--- config.mk ---
export PLATFORM = sky130hd
export DESIGN_NAME = registerStage
export DESIGN_NICKNAME = d
export VERILOG_FILES = /design/src/common/forthRegPkg.sv /design/src/design/registerStage.sv /design/src/design/writeBack.sv /design/src/registers/registerFile.sv /design/src/registers/registerSequencer.sv /design/src/design/opxDecoder.sv /design/src/design/phaseSequencer.sv
export SDC_FILE = /design/constraint.sdc
export NUM_CORES = 1
export LEC_CHECK = 0
export BUFFER_PORTS_ARGS = -buffer_cell sky130_fd_sc_hd__buf_2
export CAP_MARGIN = 15
export CORE_MARGIN = 10
export CORE_UTILIZATION = 45
export CTS_BUF_LIST = sky130_fd_sc_hd__clkbuf_2 sky130_fd_sc_hd__clkbuf_4 sky130_fd_sc_hd__clkbuf_8
export DETAILED_ROUTE_END_ITERATION = 8
export PLACE_DENSITY_LB_ADDON = 0.12
export SYNTH_ARGS = -nofsm -noshare
export SYNTH_HDL_FRONTEND = slang
export SYNTH_HIERARCHICAL = 1
export SYNTH_SLANG_ARGS = --single-unit
--- constraint.sdc ---
create_clock -name CLK -period 10.2 [get_ports CLK]
set_clock_uncertainty 0.15 [all_clocks]
set_input_delay 0.51 -clock CLK [delete_from_list [all_inputs] [get_ports CLK]]
set_output_delay 0.51 -clock CLK [all_outputs]
set_load 0.01 [all_outputs]
--- src/common/forthRegPkg.sv ---
package forthRegPkg;

	// widest register the stage can report on readData
	localparam int DATA_WIDTH_MAX = 32;

	// --------------------
	// register cycle kinds
	// --------------------
	// codes above SEQ_RDB are undefined and run as SEQ_NONE
	typedef enum logic [3:0] {
		SEQ_NONE    = 4'd0,
		SEQ_RDA_RDB = 4'd1,
		SEQ_LDA_RDB = 4'd2,
		SEQ_LDA_UPB = 4'd3,
		SEQ_RDA_UPB = 4'd4,
		SEQ_LDA_IMM = 4'd5,
		SEQ_RDA_IMM = 4'd6,
		SEQ_UPA_RDB = 4'd7,
		SEQ_UPA_IMM = 4'd8,
		SEQ_RDB     = 4'd9
	} regSeqT;

	// --------------------
	// instruction word
	// --------------------
	// register view of the operand byte
	typedef struct packed {
		logic [4:0] unused;
		logic [2:0] idxB;
	} operandRegT;

	// same byte read as a register index or as an immediate
	typedef union packed {
		operandRegT regView;
		logic [7:0] imm;
	} operandU;

	typedef struct packed {
		logic       byteOp;
		logic [3:0] seq;
		logic [2:0] idxA;
		operandU    operand;
	} instrWordT;

	// decoder output seen by the rest of the stage
	typedef struct packed {
		regSeqT     seq;
		logic       byteOp;
		logic [2:0] idxA;
		logic [2:0] idxB;
		logic [7:0] imm;
	} decodedOpT;

	// one-hot phase flags
	typedef struct packed {
		logic fetch;
		logic decode;
		logic execute;
		logic commit;
	} phaseT;

	// register port controls
	typedef struct packed {
		logic enA;
		logic wenA;
		logic enB;
		logic wenB;
	} regCtrlT;

	// read ports widened to the package width
	typedef struct packed {
		logic [DATA_WIDTH_MAX-1:0] a;
		logic [DATA_WIDTH_MAX-1:0] b;
	} readResultT;

endpackage
--- src/design/registerStage.sv ---
`timescale 1ns/1ps

module registerStage import forthRegPkg::*; #(
	parameter int dataWidth = 16
) (
	input  logic       CLK,
	input  logic       RESET,
	input  logic       instrReq,
	input  instrWordT  instr,
	output logic       instrAck,
	output readResultT readData
);

	// control path
	phaseT     phase;
	logic      latchInstr;
	decodedOpT op;
	regCtrlT   ctrl;

	// data path
	logic [dataWidth-1:0] rdA;
	logic [dataWidth-1:0] rdB;
	logic [dataWidth-1:0] wrA;
	logic [dataWidth-1:0] wrB;

	// --------------------
	// handshake and phases
	// --------------------
	phaseSequencer phaseSeq0 (
		.CLK        (CLK),
		.RESET      (RESET),
		.instrReq   (instrReq),
		.instrAck   (instrAck),
		.phase      (phase),
		.latchInstr (latchInstr)
	);

	opxDecoder opxDec0 (
		.CLK        (CLK),
		.RESET      (RESET),
		.latchInstr (latchInstr),
		.instr      (instr),
		.op         (op)
	);

	registerSequencer regSeq0 (
		.CLK   (CLK),
		.RESET (RESET),
		.seq   (op.seq),
		.phase (phase),
		.ctrl  (ctrl)
	);

	// --------------------
	// registers and update
	// --------------------
	registerFile #(.dataWidth(dataWidth)) regFile0 (
		.CLK     (CLK),
		.RESET   (RESET),
		.ctrl    (ctrl),
		.execute (phase.execute),
		.idxA    (op.idxA),
		.idxB    (op.idxB),
		.wrA     (wrA),
		.wrB     (wrB),
		.rdA     (rdA),
		.rdB     (rdB)
	);

	writeBack #(.dataWidth(dataWidth)) writeBack0 (
		.op  (op),
		.rdA (rdA),
		.rdB (rdB),
		.wrA (wrA),
		.wrB (wrB)
	);

	// zero extended to the package width
	assign readData.a = DATA_WIDTH_MAX'(rdA);
	assign readData.b = DATA_WIDTH_MAX'(rdB);

endmodule

--- src/design/writeBack.sv ---
`timescale 1ns/1ps

module writeBack import forthRegPkg::*; #(
	parameter int dataWidth = 16
) (
	input  decodedOpT            op,
	input  logic [dataWidth-1:0] rdA,
	input  logic [dataWidth-1:0] rdB,
	output logic [dataWidth-1:0] wrA,
	output logic [dataWidth-1:0] wrB
);

	// immediate forms
	logic [dataWidth-1:0] immZero;
	logic [dataWidth-1:0] immSign;

	// full width result for A before byte merge
	logic [dataWidth-1:0] nextA;

	// pointer step for B
	logic [dataWidth-1:0] step;

	assign immZero = dataWidth'(op.imm);
	assign immSign = {{(dataWidth-8){op.imm[7]}}, op.imm};

	// --------------------
	// register A
	// --------------------
	always_comb begin
		case (op.seq)
			SEQ_LDA_RDB, SEQ_LDA_UPB: nextA = rdB;
			SEQ_LDA_IMM: nextA = immZero;
			SEQ_UPA_RDB: nextA = rdA + rdB;
			// signed offset
			SEQ_UPA_IMM: nextA = rdA + immSign;
			// no write for the others
			default: nextA = rdA;
		endcase
	end

	// byte op only replaces the low byte
	assign wrA = op.byteOp ? {rdA[dataWidth-1:8], nextA[7:0]} : nextA;

	// --------------------
	// register B
	// --------------------
	// one byte or one word per step
	assign step = op.byteOp ? dataWidth'(1) : dataWidth'(2);

	always_comb begin
		case (op.seq)
			SEQ_LDA_UPB, SEQ_RDA_UPB: wrB = rdB + step;
			default: wrB = rdB;
		endcase
	end

endmodule

--- src/registers/registerFile.sv ---
`timescale 1ns/1ps

module registerFile import forthRegPkg::*; #(
	parameter int dataWidth = 16
) (
	input  logic                 CLK,
	input  logic                 RESET,
	input  regCtrlT              ctrl,
	input  logic                 execute,
	input  logic [2:0]           idxA,
	input  logic [2:0]           idxB,
	input  logic [dataWidth-1:0] wrA,
	input  logic [dataWidth-1:0] wrB,
	output logic [dataWidth-1:0] rdA,
	output logic [dataWidth-1:0] rdB
);

	// eight general registers
	logic [dataWidth-1:0] regs [8];

	// --------------------
	// read ports
	// --------------------
	// sampled at the end of execute, held until the next one
	always_ff @(posedge CLK or posedge RESET) begin
		if (RESET) begin
			rdA <= '0;
			rdB <= '0;
		end else if (execute) begin
			// disabled port reads as zero
			rdA <= ctrl.enA ? regs[idxA] : '0;
			rdB <= ctrl.enB ? regs[idxB] : '0;
		end
	end

	// --------------------
	// write ports
	// --------------------
	always_ff @(posedge CLK or posedge RESET) begin
		if (RESET) begin
			for (int i = 0; i < 8; i++) begin
				regs[i] <= '0;
			end
		end else begin
			// B first
			if (ctrl.wenB) begin
				regs[idxB] <= wrB;
			end
			// A last so it wins on equal indices
			if (ctrl.wenA) begin
				regs[idxA] <= wrA;
			end
		end
	end

endmodule

--- src/registers/registerSequencer.sv ---
`timescale 1ns/1ps

// sequence code to register port controls
//
//          F     D     E     C     A
//  EN   ____________----------------___
//  WEN  ________________________------_
//
// read enables straight from the code
// write enables sampled under commit, one cycle wide
module registerSequencer import forthRegPkg::*; (
	input  logic    CLK,
	input  logic    RESET,
	input  regSeqT  seq,
	input  phaseT   phase,
	output regCtrlT ctrl
);

	// pattern for the current code
	regCtrlT lookup;

	// registered write enables
	logic wenAReg;
	logic wenBReg;

	// --------------------
	// pattern lookup
	// --------------------
	always_comb begin
		case (seq)
			SEQ_NONE: begin
				lookup = '{enA: 1'b0, wenA: 1'b0, enB: 1'b0, wenB: 1'b0};
			end
			SEQ_RDA_RDB: begin
				lookup = '{enA: 1'b1, wenA: 1'b0, enB: 1'b1, wenB: 1'b0};
			end
			SEQ_LDA_RDB: begin
				lookup = '{enA: 1'b1, wenA: 1'b1, enB: 1'b1, wenB: 1'b0};
			end
			SEQ_LDA_UPB: begin
				lookup = '{enA: 1'b1, wenA: 1'b1, enB: 1'b1, wenB: 1'b1};
			end
			SEQ_RDA_UPB: begin
				lookup = '{enA: 1'b1, wenA: 1'b0, enB: 1'b1, wenB: 1'b1};
			end
			SEQ_LDA_IMM: begin
				// A read too, byte loads keep its upper bits
				lookup = '{enA: 1'b1, wenA: 1'b1, enB: 1'b0, wenB: 1'b0};
			end
			SEQ_RDA_IMM: begin
				lookup = '{enA: 1'b1, wenA: 1'b0, enB: 1'b0, wenB: 1'b0};
			end
			SEQ_UPA_RDB: begin
				lookup = '{enA: 1'b1, wenA: 1'b1, enB: 1'b1, wenB: 1'b0};
			end
			SEQ_UPA_IMM: begin
				lookup = '{enA: 1'b1, wenA: 1'b1, enB: 1'b0, wenB: 1'b0};
			end
			SEQ_RDB: begin
				lookup = '{enA: 1'b0, wenA: 1'b0, enB: 1'b1, wenB: 1'b0};
			end
			default: begin
				lookup = '{enA: 1'b0, wenA: 1'b0, enB: 1'b0, wenB: 1'b0};
			end
		endcase
	end

	// --------------------
	// write enable timing
	// --------------------
	// high only in the cycle after commit
	always_ff @(posedge CLK or posedge RESET) begin
		if (RESET) begin
			wenAReg <= 1'b0;
			wenBReg <= 1'b0;
		end else if (phase.commit) begin
			wenAReg <= lookup.wenA;
			wenBReg <= lookup.wenB;
		end else begin
			wenAReg <= 1'b0;
			wenBReg <= 1'b0;
		end
	end

	assign ctrl = '{enA: lookup.enA, wenA: wenAReg, enB: lookup.enB, wenB: wenBReg};

endmodule

--- src/design/opxDecoder.sv ---
`timescale 1ns/1ps

module opxDecoder import forthRegPkg::*; (
	input  logic      CLK,
	input  logic      RESET,
	input  logic      latchInstr,
	input  instrWordT instr,
	output decodedOpT op
);

	// instruction register
	instrWordT instrReg;

	// cleaned up sequence code
	regSeqT seqDec;

	// immediate flavour of sequence
	logic immSeq;

	// --------------------
	// fetch latch
	// --------------------
	// loaded at the end of fetch, held through commit and ack
	always_ff @(posedge CLK or posedge RESET) begin
		if (RESET) begin
			instrReg <= '0;
		end else if (latchInstr) begin
			instrReg <= instr;
		end
	end

	// --------------------
	// decode
	// --------------------
	// codes are contiguous from SEQ_NONE up to SEQ_RDB
	always_comb begin
		if (instrReg.seq <= 4'(SEQ_RDB)) begin
			seqDec = regSeqT'(instrReg.seq);
		end else begin
			// undefined code, no register cycle
			seqDec = SEQ_NONE;
		end
	end

	// operand byte carries an immediate for these
	always_comb begin
		case (seqDec)
			SEQ_LDA_IMM, SEQ_RDA_IMM, SEQ_UPA_IMM: immSeq = 1'b1;
			default: immSeq = 1'b0;
		endcase
	end

	always_comb begin
		op.seq    = seqDec;
		op.byteOp = instrReg.byteOp;
		op.idxA   = instrReg.idxA;
		// register view of the operand
		op.idxB   = immSeq ? 3'd0 : instrReg.operand.regView.idxB;
		// immediate view of the same byte
		op.imm    = instrReg.operand.imm;
	end

endmodule

--- src/design/phaseSequencer.sv ---
`timescale 1ns/1ps

// one instruction per handshake
//
//   idle  fetch  decode  exec  commit  ack .. idle
//           latch         read         wen
//                                      instrAck high until req drops
module phaseSequencer import forthRegPkg::*; (
	input  logic  CLK,
	input  logic  RESET,
	input  logic  instrReq,
	output logic  instrAck,
	output phaseT phase,
	output logic  latchInstr
);

	typedef enum logic [2:0] {
		ST_IDLE,
		ST_FETCH,
		ST_DECODE,
		ST_EXECUTE,
		ST_COMMIT,
		ST_ACK
	} stateT;

	stateT state;
	stateT nextState;

	// --------------------
	// state register
	// --------------------
	always_ff @(posedge CLK or posedge RESET) begin
		if (RESET) begin
			state <= ST_IDLE;
		end else begin
			state <= nextState;
		end
	end

	// next state
	always_comb begin
		nextState = state;
		case (state)
			ST_IDLE: begin
				// new request only taken with ack low
				if (instrReq) begin
					nextState = ST_FETCH;
				end
			end
			ST_FETCH:   nextState = ST_DECODE;
			ST_DECODE:  nextState = ST_EXECUTE;
			ST_EXECUTE: nextState = ST_COMMIT;
			ST_COMMIT:  nextState = ST_ACK;
			ST_ACK: begin
				// hold ack until environment releases req
				if (!instrReq) begin
					nextState = ST_IDLE;
				end
			end
			default: nextState = ST_IDLE;
		endcase
	end

	// --------------------
	// outputs from state
	// --------------------
	always_comb begin
		phase.fetch   = (state == ST_FETCH);
		phase.decode  = (state == ST_DECODE);
		phase.execute = (state == ST_EXECUTE);
		phase.commit  = (state == ST_COMMIT);
	end

	// word captured on the edge that ends fetch
	assign latchInstr = (state == ST_FETCH);

	// ack rises with the write cycle
	assign instrAck = (state == ST_ACK);

endmodule

==> metrics.yaml, run 1 <==
setup_path:
  critPathTopFamily: "simple AND/OR/NAND/NOR gates"
  cp.depth: 15
  start_kind: "flip-flop"
  r2r_start: "opxDec0/instrReg[13]$_DFFE_PP0P_"
  max_stage_delay_ns: 0.84
  cp-end-kind: "flip-flop"
  reg2regPathDepth: 15
  worst_path_max_delay_cell: "o21ai_0"
  path_cells: "nor3b_2, nand3b_1, nand2_1, nand2_1, ha_1, inv_1, fa_1, nor2b_1, o211ai_1, a21oi_1, a211oi_1, xor2_1, o21ai_0, nor2_1, a21oi_1"
  required_ns: 10.43
  crit_buf_inv: 1
  critPathArrivalTime_ns: 5.32
  crit_path_start: "opxDec0/instrReg[13]$_DFFE_PP0P_"
  reg2reg_slack_ns: 5.12
  crit_end: "regFile0/regs[30]$_DFF_PP0_"
  crit_fanout: 17
  r2r-end: "regFile0/regs[30]$_DFF_PP0_"
  critical_path_class: "flip-flop to flip-flop"
timing:
  slew_violations: 0
  setup_slack_ns: 5.12
  tightestPinTransition_ns: 1.18
  hold_viol_final: 0
  setup-tns-final_ns: 0
  rsz0062_at_grt: "no"
  setup_viol: 0
  min_period_ns: 5.08
  slew_headroom_pct: 20.8
  timing.fmax_mhz: 197
  period_share_pct: 49.9
outcome:
  status: "finished, final reports clean"
cells_and_area:
  nets: 1371
  multi_input_area_mm2: 0.00691
  drive_above_1_share_pct: 11.7
  diodes: 0
  fin_cells: 1711
  fillers: 2654
  area_growth_pct: 3.67
  ff_latch_area_mm2: 0.00453
  final_util_pct: 47.7
  final_cell_mix: "mux2i_1 (258), dfrtp_1 (180), nand2_1 (134)"
  layout_commonest_cell: "mux2i_1"
floorplan:
  rows: 60
  boundaryPins: 84
  die_h_um: 186
  start_util_pct: 46.0
  dieArea_mm2: 0.0348
  die_x_um: 186
  core_area_mm2: 0.0271
yosys:
  syn-mean-instance-area_um2: 9.14
  netlist_instances: 1365
  ys_warn_count: 6
  netlist_area_mm2: 0.0125
drt:
  avgRoutedWirePerCell_um: 23.1
  drcViolationCount: 0
  drtAntennaViolNets: 0
  vias_per_cell: 5.79
  postRouteWirelength_um: 39600
  vias: 9915
  firstDrtPassIters: 5
  initialDrtViolationCount: 1016
pwr:
  power_density_mw_per_mm2: 266
  p_leak_nw: 6.19
  power_mw: 3.45
  vdd_drop_max_v: 0.000170
global_routing:
  antenna_found_initial: 0
  grt_max_degree: 107
  grt_pass1_vias: 9630
  grt_pass1_wl_um: 59700
  overflow: 0
  grt_use_total_pct: 22.0
clock_tree:
  cts_made_buffers: 17
  clk_pin_slew_ns: 0.11
  cts_root_buf: "clkbuf_8"
  cts_sinks: 181
  cts_tree: "yes"
  insertion_delay_ns: 0.48
  clockBufferDepth: 2
  cts_max_level: 4
placement:
  pre_cts_ws_ns: 5.28
  place_congestion: 0.898
  dp_cells: 1679
  port_buffers: 51
  dpl.hpwl_um: 24600
run:
  drv_cap: 0
min_path:
  hold_class: "input port to flip-flop"
[state kept, by name, indices dropped and copies added (netlist names)]
name,flops
regSeq0/wenAReg,1
regFile0/rdB,16
regFile0/rdA,16
regFile0/regs,128
phaseSeq0/state,3
opxDec0/instrReg,4
regSeq0/wenBReg,1
opxDec0/op,12
[where the power goes]
part | total, mW | switching (mW) | leakage [nW] | internal (mW)
combinational | 1.78 | 1.15 | 3.54 | 0.633
sequential | 1.16 | 0.248 | 2.46 | 0.908
clock | 0.506 | 0.280 | 0.190 | 0.226
total | 3.45 | 1.68 | 6.19 | 1.77
[metrics by stage]
stage	hold WS (ns)	instance area, um^2
floorplan	0.101	12600
global placement	0.279	12500
detailed placement	0.282	12500
CTS	0.0612	12900
global route	0.0833	12900
finish	0.0843	12900
[area by class of cell]
type                       count  area share (%)
sequential                   181            35.1
multi-input combinational   1001            53.5
clock inverter                11           0.987
inverter                      51            1.52
clock buffer                  20            1.98
timing repair buffer          75            3.39
tap                          372            3.60
[worst reg2reg max path, cell delays in order, from the launching register on]
cell,delay (ns)
dfrtp_1,0.45
nor3b_2,0.80
nand3b_1,0.73
nand2_1,0.24
nand2_1,0.07
ha_1,0.19
inv_1,0.08
fa_1,0.20
nor2b_1,0.06
o211ai_1,0.29
a21oi_1,0.22
a211oi_1,0.29
xor2_1,0.10
o21ai_0,0.84
nor2_1,0.11
a21oi_1,0.17
[metal layers]
layer  track usage [%]  wire, um  up-vias
met1              28.6     17100     4819
met5                 0         0        -
met2              35.5     18300      419
li1                  -         -     4617
met3              4.82      3190       60
met4              7.01       974        0
[timing repair]
| action | 4_1_cts | 5_1_grt |
|---|---|---|
| hold buffers | 1 | 0 |
| hold endpoints to repair | 5 | 0 |
| buffers inserted | 0 | 0 |
| gates resized for setup | 0 | 0 |
| endpoints found under the setup margin | 0 | 0 |
[worst min path at each step]
stage | from | endpoint | slack [ns] | cells after the start
5_1_grt | instr[1] | opxDec0/op[1]$_DFFE_PP0P_ | 0.08 | 3
3_3_place_gp | RESET | regSeq0/wenBReg$_DFF_PP0_ | 0.28 | 2
2_1_floorplan | RESET | regSeq0/wenAReg$_DFF_PP0_ | 0.10 | 1
4_1_cts | instr[2] | opxDec0/op[2]$_DFFE_PP0P_ | 0.06 | 3
3_5_place_dp | RESET | regSeq0/wenAReg$_DFF_PP0_ | 0.28 | 2
6_report | instr[2] | opxDec0/op[2]$_DFFE_PP0P_ | 0.08 | 3
No activity file was read; power rests on OpenSTA's default activity.
==> run 2: changes to the inputs <==
--- a/config.mk
+++ b/config.mk
@@ -5,6 +5,7 @@
 export SDC_FILE = /design/constraint.sdc
 export NUM_CORES = 1
 export LEC_CHECK = 0
+export ABC_AREA = 1
 export BUFFER_PORTS_ARGS = -buffer_cell sky130_fd_sc_hd__buf_2
 export CAP_MARGIN = 15
 export CORE_MARGIN = 10
==> constraint.sdc (replaced) <==
create_clock -name CLK -period 5.2 [get_ports CLK]
set_clock_uncertainty 0.15 [all_clocks]
set_input_delay 0.26 -clock CLK [delete_from_list [all_inputs] [get_ports CLK]]
set_output_delay 0.26 -clock CLK [all_outputs]
set_load 0.01 [all_outputs]
==> run 2 against run 1 <==
Register-to-register slack lost 4.2 ns; utilization grew 0.33 points; count of clock-buffer cells in the layout grew 1; sequential share of layout area shrank 2.0 points; area after synthesis grew 3.9%; wire length grew 14%.
==> metrics.yaml, run 2 <==
clock_tree:
  cts_max_level: 4
  clk_pin_slew_ns: 0.10
  cts_root_buf: "clkbuf_8"
  cts_resized: 0
  cts_tree: "yes"
  insertion_delay_ns: 0.47
  cts_made_buffers: 17
  clockBufferDepth: 2
  cts_sinks: 181
yosys:
  netlist_area_mm2: 0.0130
  ys_warn_count: 6
  syn-mean-instance-area_um2: 6.64
  netlist_instances: 1952
cells_and_area:
  nets: 1997
  design_area_mm2: 0.0137
  area_growth_pct: 5.78
  multi_input_area_mm2: 0.00678
  layout_commonest_cell: "nand2_1"
  diodes: 0
  fillers: 2977
  reg_top3: "regFile0/regs (128), regFile0/rdA (16), regFile0/rdB (16)"
  ff_latch_area_mm2: 0.00453
  largest_register_ffs: 128
  regMostFlops: "regFile0/regs"
  final_cell_mix: "nand2_1 (651), inv_1 (235), dfrtp_1 (180)"
  drive_above_1_share_pct: 9.51
setup_path:
  crit_buf_inv: 5
  critPathArrivalTime_ns: 4.48
  required_ns: 5.44
  worst_path_max_delay_cell: "a21oi_1"
  crit_fanout: 16
  cp-end-kind: "flip-flop"
  start_kind: "flip-flop"
  critPathTopFamily: "simple AND/OR/NAND/NOR gates"
  path_cells: "nor2_1, nor2_1, nor2_1, inv_2, nor2_1, nand2_4, inv_1, o21ai_0, inv_1, ha_1, nand2_1, inv_1, nand2_1, nand2_1, a21oi_1, nand2_1, nand2_1, nand3_1, a21oi_1, inv_1, o22ai_1"
  critical_path_class: "flip-flop to flip-flop"
  max_stage_delay_ns: 0.50
  critical_path.most_common_cell: "nand2_1"
placement:
  dpl.hpwl_um: 29600
  port_buffers: 51
  place_congestion: 0.886
  place_area_mm2: 0.0132
outcome:
  status: "finished, final reports clean"
timing:
  slew_violations: 0
  timing.fmax_mhz: 236
  setup-tns-final_ns: 0
  setup_viol: 0
  hold_viol_final: 0
  period_share_pct: 81.6
  tightestPinTransition_ns: 1.19
  rsz0062_at_grt: "no"
  hold_ws_ns: 0.0908
  min_period_ns: 4.24
  slew_headroom_pct: 20.4
run:
  drv_cap: 0
floorplan:
  start_util_pct: 45.4
  die_h_um: 190
  dieArea_mm2: 0.0360
  die_x_um: 190
  rows: 62
  core_area_mm2: 0.0285
  boundaryPins: 84
drt:
  firstDrtPassIters: 5
  avgRoutedWirePerCell_um: 19.2
  postRouteWirelength_um: 45200
  drtAntennaViolNets: 0
  vias_per_cell: 5.48
  initialDrtViolationCount: 1323
  drcViolationCount: 0
  vias: 12900
pwr:
  vdd_drop_max_v: 0.000316
  power_density_mw_per_mm2: 600
  p_leak_nw: 7.57
  power_mw: 8.23
global_routing:
  grt_max_degree: 87
  grt_use_total_pct: 25.3
  grt_pass1_vias: 12400
  overflow: 0
  antenna_found_initial: 0
  grt_pass1_wl_um: 71500
min_path:
  hold_class: "input port to asynchronous set/reset pin"
==> run 2: metrics by stage <==
step / utilization, % / setup slack (ns) / instances
global placement: 46.1 / 1.16 / 2298
global route: 48.0 / 0.535 / 2350
finish: 48.0 / 0.955 / 2350
CTS: 48.0 / 1.03 / 2349
detailed placement: 46.1 / 1.05 / 2299
floorplan: - / 0.470 / 1983
==> run 2: routing by layer <==
metal	wire length (um)	global-route usage, %	vias to the layer above
met1	19600	33.5	6079
met3	4000	5.05	86
met5	0	0	-
met4	1030	7.72	0
li1	-	-	6177
met2	20600	40.9	545
==> run 2: power breakdown <==
part	internal, mW	switching (mW)
Sequential	1.93	0.393
Clock	0.376	0.542
Combinational	1.48	3.51
==> run 2: tightest hold or removal path, cell delays in order <==
cell	delay, ns
dlygate4sd3_1	0.53
buf_2	0.16
inv_1	0.09
==> run 2: layout make-up <==
class	instances	share of cell area (%)
tap	384	3.50
timing repair buffer	89	4.33
clock inverter	11	0.547
clock buffer	21	2.06
multi-input combinational	1407	49.4
sequential	181	33.0
inverter	257	7.09
==> run 2: timing repair <==
action,4_1_cts,5_1_grt
setup buffers,0,0
hold buffers,18,0
hold endpoints to repair,123,0
==> run 2: worst paths after layout <==
| check | from | endpoint | slack [ns] | depth (start not counted) |
|---|---|---|---|---|
| max | opxDec0/instrReg[12]$_DFFE_PP0P_ | regFile0/regs[13]$_DFF_PP0_ | 0.96 | 21 |
| min reg2reg | opxDec0/op[1]$_DFFE_PP0P_ | opxDec0/op[1]$_DFFE_PP0P_ | 0.40 | 2 |
| min | RESET | regSeq0/wenAReg$_DFF_PP0_ | 0.09 | 3 |
| min in group CLK | instr[13] | opxDec0/instrReg[13]$_DFFE_PP0P_ | 0.38 | 4 |
| max reg2reg | opxDec0/instrReg[12]$_DFFE_PP0P_ | regFile0/regs[13]$_DFF_PP0_ | 0.96 | 21 |
| max in group asynchronous | RESET | regFile0/regs[110]$_DFF_PP0_ | 3.37 | 4 |
